**src/hdl/lspPkg.sv**
```systemverilog
`default_nettype none

package lspPkg;

	//////////////////////////////////////////////////
	// Memory geometry
	//////////////////////////////////////////////////

	// Scratch memory address width
	localparam int addrWidth = 12;

	// One scratch word
	localparam int dataWidth = 32;

	//////////////////////////////////////////////////
	// LSP vector geometry
	//////////////////////////////////////////////////

	// M coefficients per LSP vector
	localparam int lspOrder = 10;

	// Bits for a coefficient index 0..M-1
	localparam int coeffWidth = $clog2(lspOrder);

	// Stored previous frames of the MA predictor
	localparam int maNpDefault = 4;

	//////////////////////////////////////////////////
	// Update engine states
	//////////////////////////////////////////////////

	typedef enum logic [2:0]
	{
		// Waiting for start
		stIdle       = 3'd0,
		// Present history source address
		stShiftRead  = 3'd1,
		// Write older word into newer slot
		stShiftWrite = 3'd2,
		// Present current vector address
		stLoadRead   = 3'd3,
		// Write current vector into slot 0
		stLoadWrite  = 3'd4,
		// One cycle before done pulse
		stDone       = 3'd5
	} updateState_t;

endpackage

`default_nettype wire

```
**src/hdl/lspPrevUpdateFsm.sv**
```systemverilog
`timescale 1ns/10ps
`default_nettype none

module lspPrevUpdateFsm
#(
	parameter int maNp = lspPkg::maNpDefault
)
(
	input  logic                          clk,
	input  logic                          arstN,
	input  logic                          start,
	// Read data from scratch memory
	input  logic [lspPkg::dataWidth-1:0]  memIn,
	// Base of current LSP vector
	input  logic [lspPkg::addrWidth-1:0]  lspEleAddr,
	// Base of previous-frame history
	input  logic [lspPkg::addrWidth-1:0]  freqPrevAddr,
	output logic [lspPkg::addrWidth-1:0]  memReadAddr,
	output logic [lspPkg::addrWidth-1:0]  memWriteAddr,
	output logic [lspPkg::dataWidth-1:0]  memOut,
	output logic                          memWriteEn,
	output logic                          done
);

	import lspPkg::*;

	//////////////////////////////////////////////////
	// Constants
	//////////////////////////////////////////////////

	// Slot counter holds k in maNp-1 .. 1
	localparam int slotWidth = (maNp > 1) ? $clog2(maNp) : 1;

	// History exists only with two or more slots
	localparam bit hasShift = (maNp > 1);

	// Offset of slot k-1 for the first k
	localparam logic [addrWidth-1:0] firstSlotBase =
		(maNp > 1) ? addrWidth'((maNp - 2) * lspOrder) : '0;

	// Distance between neighbouring slots
	localparam logic [addrWidth-1:0] vecStride = addrWidth'(lspOrder);

	localparam logic [coeffWidth-1:0] lastCoeff = coeffWidth'(lspOrder - 1);
	localparam logic [slotWidth-1:0]  firstSlot = slotWidth'(maNp - 1);
	localparam logic [slotWidth-1:0]  lastSlot  = slotWidth'(1);

	//////////////////////////////////////////////////
	// State and counters
	//////////////////////////////////////////////////

	updateState_t state;
	updateState_t stateNext;

	// Destination slot k of the shift phase
	logic [slotWidth-1:0]  slot;
	// Coefficient i within a vector
	logic [coeffWidth-1:0] coeff;
	// Running offset (k-1)*M, no multiplier
	logic [addrWidth-1:0]  slotBase;
	logic                  doneReg;

	// End of vector flag
	logic                  coeffLast;

	assign coeffLast = (coeff == lastCoeff);

	// Next state
	always_comb
	begin
		stateNext = state;
		unique case (state)
			stIdle:
			begin
				// Start is only honoured here
				if (start)
				begin
					stateNext = hasShift ? stShiftRead : stLoadRead;
				end
			end
			stShiftRead:
			begin
				stateNext = stShiftWrite;
			end
			stShiftWrite:
			begin
				if (coeffLast && (slot == lastSlot))
				begin
					stateNext = stLoadRead;
				end
				else
				begin
					stateNext = stShiftRead;
				end
			end
			stLoadRead:
			begin
				stateNext = stLoadWrite;
			end
			stLoadWrite:
			begin
				stateNext = coeffLast ? stDone : stLoadRead;
			end
			stDone:
			begin
				stateNext = stIdle;
			end
			default:
			begin
				stateNext = stIdle;
			end
		endcase
	end

	// State register
	always_ff @(posedge clk or negedge arstN)
	begin
		if (!arstN)
		begin
			state <= stIdle;
		end
		else
		begin
			state <= stateNext;
		end
	end

	// Slot and coefficient walk
	always_ff @(posedge clk or negedge arstN)
	begin
		if (!arstN)
		begin
			slot     <= '0;
			coeff    <= '0;
			slotBase <= '0;
		end
		else
		begin
			unique case (state)
				stIdle:
				begin
					slot     <= firstSlot;
					coeff    <= '0;
					slotBase <= firstSlotBase;
				end
				stShiftWrite:
				begin
					if (coeffLast)
					begin
						// Step one slot towards slot 0
						coeff    <= '0;
						slot     <= slot - 1'b1;
						slotBase <= slotBase - vecStride;
					end
					else
					begin
						coeff <= coeff + 1'b1;
					end
				end
				stLoadWrite:
				begin
					coeff <= coeffLast ? '0 : coeff + 1'b1;
				end
				default:
				begin
					// Counters hold in read and done cycles
					slot <= slot;
				end
			endcase
		end
	end

	//////////////////////////////////////////////////
	// Address generation
	//////////////////////////////////////////////////

	logic [addrWidth-1:0] coeffExt;
	logic [addrWidth-1:0] shiftSrcAddr;
	logic [addrWidth-1:0] shiftDstAddr;
	logic [addrWidth-1:0] loadSrcAddr;
	logic [addrWidth-1:0] loadDstAddr;

	assign coeffExt = {{(addrWidth - coeffWidth){1'b0}}, coeff};

	// Slot k-1 word i
	assign shiftSrcAddr = freqPrevAddr + slotBase + coeffExt;
	// Slot k word i, one vector further on
	assign shiftDstAddr = shiftSrcAddr + vecStride;
	// Current vector word i
	assign loadSrcAddr  = lspEleAddr + coeffExt;
	// Slot 0 word i
	assign loadDstAddr  = freqPrevAddr + coeffExt;

	assign memReadAddr  = (state == stLoadRead) ? loadSrcAddr : shiftSrcAddr;
	assign memWriteAddr = (state == stLoadWrite) ? loadDstAddr : shiftDstAddr;

	// Word captured by the memory read register
	assign memOut     = memIn;
	assign memWriteEn = (state == stShiftWrite) || (state == stLoadWrite);

	//////////////////////////////////////////////////
	// Completion
	//////////////////////////////////////////////////

	// Pulse one cycle after stDone
	always_ff @(posedge clk or negedge arstN)
	begin
		if (!arstN)
		begin
			doneReg <= 1'b0;
		end
		else
		begin
			doneReg <= (state == stDone);
		end
	end

	assign done = doneReg;

endmodule

`default_nettype wire

```
**config.mk**
```make
export PLATFORM = sky130hd
export DESIGN_NAME = lspPrevUpdateFsm
export DESIGN_NICKNAME = d
export VERILOG_FILES = /design/src/hdl/lspPkg.sv /design/src/hdl/lspPrevUpdateFsm.sv
export SDC_FILE = /design/constraint.sdc
export NUM_CORES = 1
export LEC_CHECK = 0
export ABC_AREA = 1
export BUFFER_PORTS_ARGS = -buffer_cell sky130_fd_sc_hd__buf_4
export CAP_MARGIN = 10
export CORE_MARGIN = 2
export CORE_UTILIZATION = 34
export DETAILED_ROUTE_END_ITERATION = 7
export GPL_TIMING_DRIVEN = 0
export HOLD_SLACK_MARGIN = 0.12
export PLACE_DENSITY_LB_ADDON = 0.15
export SLEW_MARGIN = 5
export SYNTH_ARGS = -nofsm -noshare
export SYNTH_HDL_FRONTEND = slang
export SYNTH_SLANG_ARGS = --single-unit
```
**constraint.sdc**
```tcl
create_clock -name clk -period 9.55 [get_ports clk]
set_clock_uncertainty 0.2 [all_clocks]
set_input_delay 1.91 -clock clk [delete_from_list [all_inputs] [get_ports clk]]
set_output_delay 1.91 -clock clk [all_outputs]
set_load 0.01 [all_outputs]
```
* Yosys cells after proc, flatten, opt, wreduce, memory -nomap -nowiden
Cells that the tools add are included.
** Cells by class
- $add $sub $neg :: 8
- Equal/unequal tests :: 9
- Reduce and logical (&&, ||, !) cells :: 7
- Mux-type cells :: 12
** Operators by type and width (count)
- $add 12x4->12 :: 3
- $mux 12 :: 3
- $pmux 12 s2 :: 1
- $pmux 3 s5 :: 1
- $add 12x12->12 :: 1
- $add 12x4->12 const B :: 1
- $sub 12x4->12 const B :: 1
- $pmux 4 s2 :: 1
- $eq 3x2->1 const B :: 2
- $eq 3x3->1 const B :: 2
- $mux 3 :: 2
- $add 4x1->4 const B :: 1
- $eq 4x4->1 const B :: 1
- $mux 2 :: 2
- $mux 4 :: 1
- $ne 2x2->1 const B :: 2
- $pmux 2 s2 :: 1
- $reduce_bool 2->1 :: 2
- $eq 3x1->1 const B :: 1
- $logic_not 3->1 :: 1
- $eq 2x1->1 const B :: 1
- $reduce_and 2->1 :: 1
- $reduce_or 2->1 :: 1
- $sub 2x1->2 const B :: 1
- 2 further kinds :: 2
** Word-level totals
- Register bits after elaboration :: 22
- Logic and storage cells :: 41
- Input bits :: 59

* Depth between registers and ports, before layout
- Depth in word-level cells :: 4
- Depth in mapped cells :: 16

* Worst setup path before layout
Ideal clock, no wire load.
- Path kind :: input-to-output
- Start :: in freqPrevAddr[1] in the netlist's numbering
- End :: out memWriteAddr[11] in the netlist's numbering
- Buffers on the path :: 0
- Slack :: 3303 ps
- Required time :: 7440 ps
- Stages on the path :: 14
- Data arrival time :: 4137 ps
- Path through :: fa_1 ha_1 fa_1 ha_1 inv_1 nand2_1 nand3_1 nor2_2 nand3_4 nor2_4 nand2_1 nand2_1 nand3_1 nand2_1
** Between the ends
- Cells in the longest elaborated chain, start to end :: 4
- Elaborated cells on any way between the ends :: 5
** Ends and longest elaborated chain
- start: declaration :: line lspPrevUpdateFsm.sv:17 : input logic [lspPkg::addrWidth-1:0] freqPrevAddr,
- $add 12x12->12 :: line lspPrevUpdateFsm.sv:186 : assign shiftSrcAddr = freqPrevAddr + slotBase + coeffExt;
- $add 12x4->12 :: line lspPrevUpdateFsm.sv:186
- $add 12x4->12 :: line lspPrevUpdateFsm.sv:188 : assign shiftDstAddr = shiftSrcAddr + vecStride;
- $mux 12 * :: line lspPrevUpdateFsm.sv:195 : assign memWriteAddr = (state == stLoadWrite) ? loadDstAddr : shiftDstAddr;
- end: declaration :: line lspPrevUpdateFsm.sv:19 : output logic [lspPkg::addrWidth-1:0] memWriteAddr,
Mark *: on every way between the ends. The rest lies on a longest branch, timed or not.

* Worst setup path after layout
Ends and elaborated chain as after synthesis.

==> reports/qor.csv <==
stage,metric,value,unit
timing,Max Slew Vio Count,0,
pwr,leakage,2.04,nW
synthesis,Synth warnings,0,
pwr,power density over the cells,326,nW/um^2
flow_run,max cap viols,0,
grt,All-Layer GR Usage,15.4,%
detailed_routing,per-cell routed wire length,12.3,um
timing,hold slack,277,ps
synthesis,Netlist cell types,38,
timing,Max Clock Freq,150,MHz
detailed_routing,Via-to-Cell Ratio,4.68,
grt,vias in the first global route,2761,
cells_and_area,area of all sequential standard cells,526,sq um
synthesis,syn nets,544,
timing,slew margin rel.,45.5,%
grt,total gr overflow,0,
outcome,outcome,"complete, no violations",
setup_path,Critical Path AT,4540,ps
cells_and_area,layout filler cell count,928,
floorplan,chip height,99.1,um
floorplan,Initial Util,35.1,%
synthesis,Mapped Cells,449,
clocking,hold_buf cts,0,
clocking,Clock Pin Slew Worst Setup and Hold Paths,80,ps
cells_and_area,Multi-input gate area,2070,sq um
synthesis,part of the Yosys area used for sequential elements,17.1,%
clocking,clock buffer depth,2,
detailed_routing,Detailed Route Iter0 Violations,55,
place,Final GP Congestion,0.883,
floorplan,core area,8760,sq um
detailed_routing,DRC Markers,0,
place,I/O Buffers,84,
grt,initial antenna violation count,0,
floorplan,I/O Pins,117,
clocking,cts repair resizes,0,
clocking,Root Driver,clkbuf_8,
synthesis,Post-synth EDFFs,0,
timing,Final Critical Period,6650,ps
detailed_routing,Routed Antenna Nets,0,
clocking,CTS tree,built,
setup_path,CP required,7440,ps
floorplan,Die Footprint,9820,sq um
grt,first-pass GRT wire length,12500,um
setup_path,Worst R2R Start,coeff[1],
timing,Worst Max-Slew Pin Slew,811,ps
clocking,setup bufs post-CTS,0,
setup_path,"Max FO, Critical Path",4,
cells_and_area,NumNets Final,633,
synthesis,asr flop ratio synth,100,%
clocking,Worst-Skew Late Latency,260,ps
timing,number of hold violations in the final report,0,
clocking,CTS Buf Count,3,
grt,largest net degree at the start of global routing,22,
clocking,clock sink count,21,
timing,# setup viols final,0,
timing,setup tns final,0,ps
cells_and_area,layout cells sized above 1,29.2,%
setup_path,element type at the critical path start,input pin,
cells_and_area,most frequent cells in the layout,"116 x buf_4, 108 x nand2_1, 52 x inv_1",
setup_path,CP startpoint,freqPrevAddr[1],
cells_and_area,synthesis-to-layout area growth,26.4,%
pwr,peak supply drop,0.139,mV
cells_and_area,# diodes,0,
min_path,hold path startpoint,state[1],
place,hpwl dp,6810,um
detailed_routing,drt total wl,7900,um
clocking,H-tree Lvls,1,
detailed_routing,vias,3019,
detailed_routing,drt first pass iters,4,
setup_path,critical path endpoint category,output pin,
synthesis,top_reg_cell synth,dfrtp_1,
synthesis,Synth Register Bits,21,
timing,post-route clock period utilization,69.6,%
synthesis,Post-Syn Area,3070,sq um
min_path,Hold Crit Class,register to register,
timing,RSZ-0062 raised after global routing,false,
setup_path,"Worst Path Class, Setup",input pin to output pin,
floorplan,row count,34,
floorplan,die width,99.1,um
synthesis,"Avg Cell Area, Syn",6.85,sq um
cells_and_area,"commonest non-fill, non-tap cell in the layout",buf_4,
## critical path, stage by stage
cell	delay, ps
buf_4	130
fa_1	480
ha_1	280
fa_1	540
ha_1	190
inv_1	50
nand2_1	60
nand3_1	120
nor2_2	190
nand3_4	100
nor2_4	120
nand2_1	60
nand2_1	50
nand3_1	70
nand2_1	80
buf_4	110
## synthesized netlist by cell type, types with 2 or more instances
master    number  share of area (%)
nand2_1      108                 13
inv_1         52                6.3
buf_4         32                7.8
o21ai_0       32                5.2
ha_1          30                 12
nor2_1        30                3.7
nand3_1       26                4.2
dfrtp_1       21                 17
a21oi_1       19                3.1
nand4_1       11                2.2
xor2_1        10                2.8
nand2_2        9                1.8
fa_1           6                3.9
nor3_1         6               0.98
o22ai_1        6                1.2
xnor2_1        6                1.7
nand3_2        5                1.6
nor2_4         5                1.8
nor2_2         4               0.81
o21ai_1        4               0.65
a21oi_2        2               0.57
a31oi_1        2               0.41
buf_2          2               0.33
clkbuf_1       2               0.24
inv_2          2               0.24
nand2_4        2               0.73
nand3_4        2                1.1
nand3b_1       2               0.49
o21bai_1       2               0.49
## layout make-up
class,instances,area share [%]
Multi-Input combinational cell,336,53.3
Timing Repair Buffer,84,16.2
Sequential cell,21,13.5
Buffer,37,6.92
Inverter,55,5.34
Tap cell,108,3.48
Clock buffer,3,1.06
Clock inverter,1,0.129
## worst paths after layout
check                                   end  slack (ps)  cells past startpoint
min                                    done         280                      1
max in group asynchronous       slotBase[2]        7600                      1
max reg2reg                    slotBase[11]        7290                     11
min in group asynchronous      slotBase[10]        1320                      1
max                        memWriteAddr[11]        2900                     16
min reg2reg                            done         280                      1
## power by group
part           internal, mW  leakage (nW)  switching, mW
clock                0.0291        0.0255         0.0298
combinational         0.440          1.74          0.614
sequential            0.120         0.267         0.0347
total                 0.590          2.04          0.678
## flip-flops by register name, indices dropped and copies added (netlist names)
name / flops
slotBase: 11
coeff: 4
state: 3
slot: 2
done: 1
## cell families after synthesis
logic type | synth area share (%)
and+or+nand+nor | 33.5
xor gates and xnor gates | 5.09
adders and majority gates | 16.1
buffers and inverters | 15.5
DFF | 17.1
AOI/OAI and AO/OA | 12.7
## per-layer routing
layer,track usage (%),part of all wire (%)
met5,0,0
met3,1.05,3.9
met2,27.1,47
met1,20.7,48
met4,3.16,0.77
## stage by stage
| stage | instance area [sq um] | utilization (%) | setup WS (ps) | total power [mW] | instances |
|---|---|---|---|---|---|
| 2_1_floorplan | 3070 | - | 3300 | 0.846 | 449 |
| 3_3_place_gp | 3840 | 43.8 | 2900 | 1.21 | 641 |
| 3_5_place_dp | 3840 | 43.8 | 2880 | 1.22 | 641 |
| 4_1_cts | 3890 | 44.3 | 2880 | 1.29 | 645 |
| 5_1_grt | 3890 | 44.3 | 2720 | 1.40 | 645 |
| 6_report | 3890 | 44.3 | 2900 | 1.27 | 645 |
(Power assumes the default switching activity.)
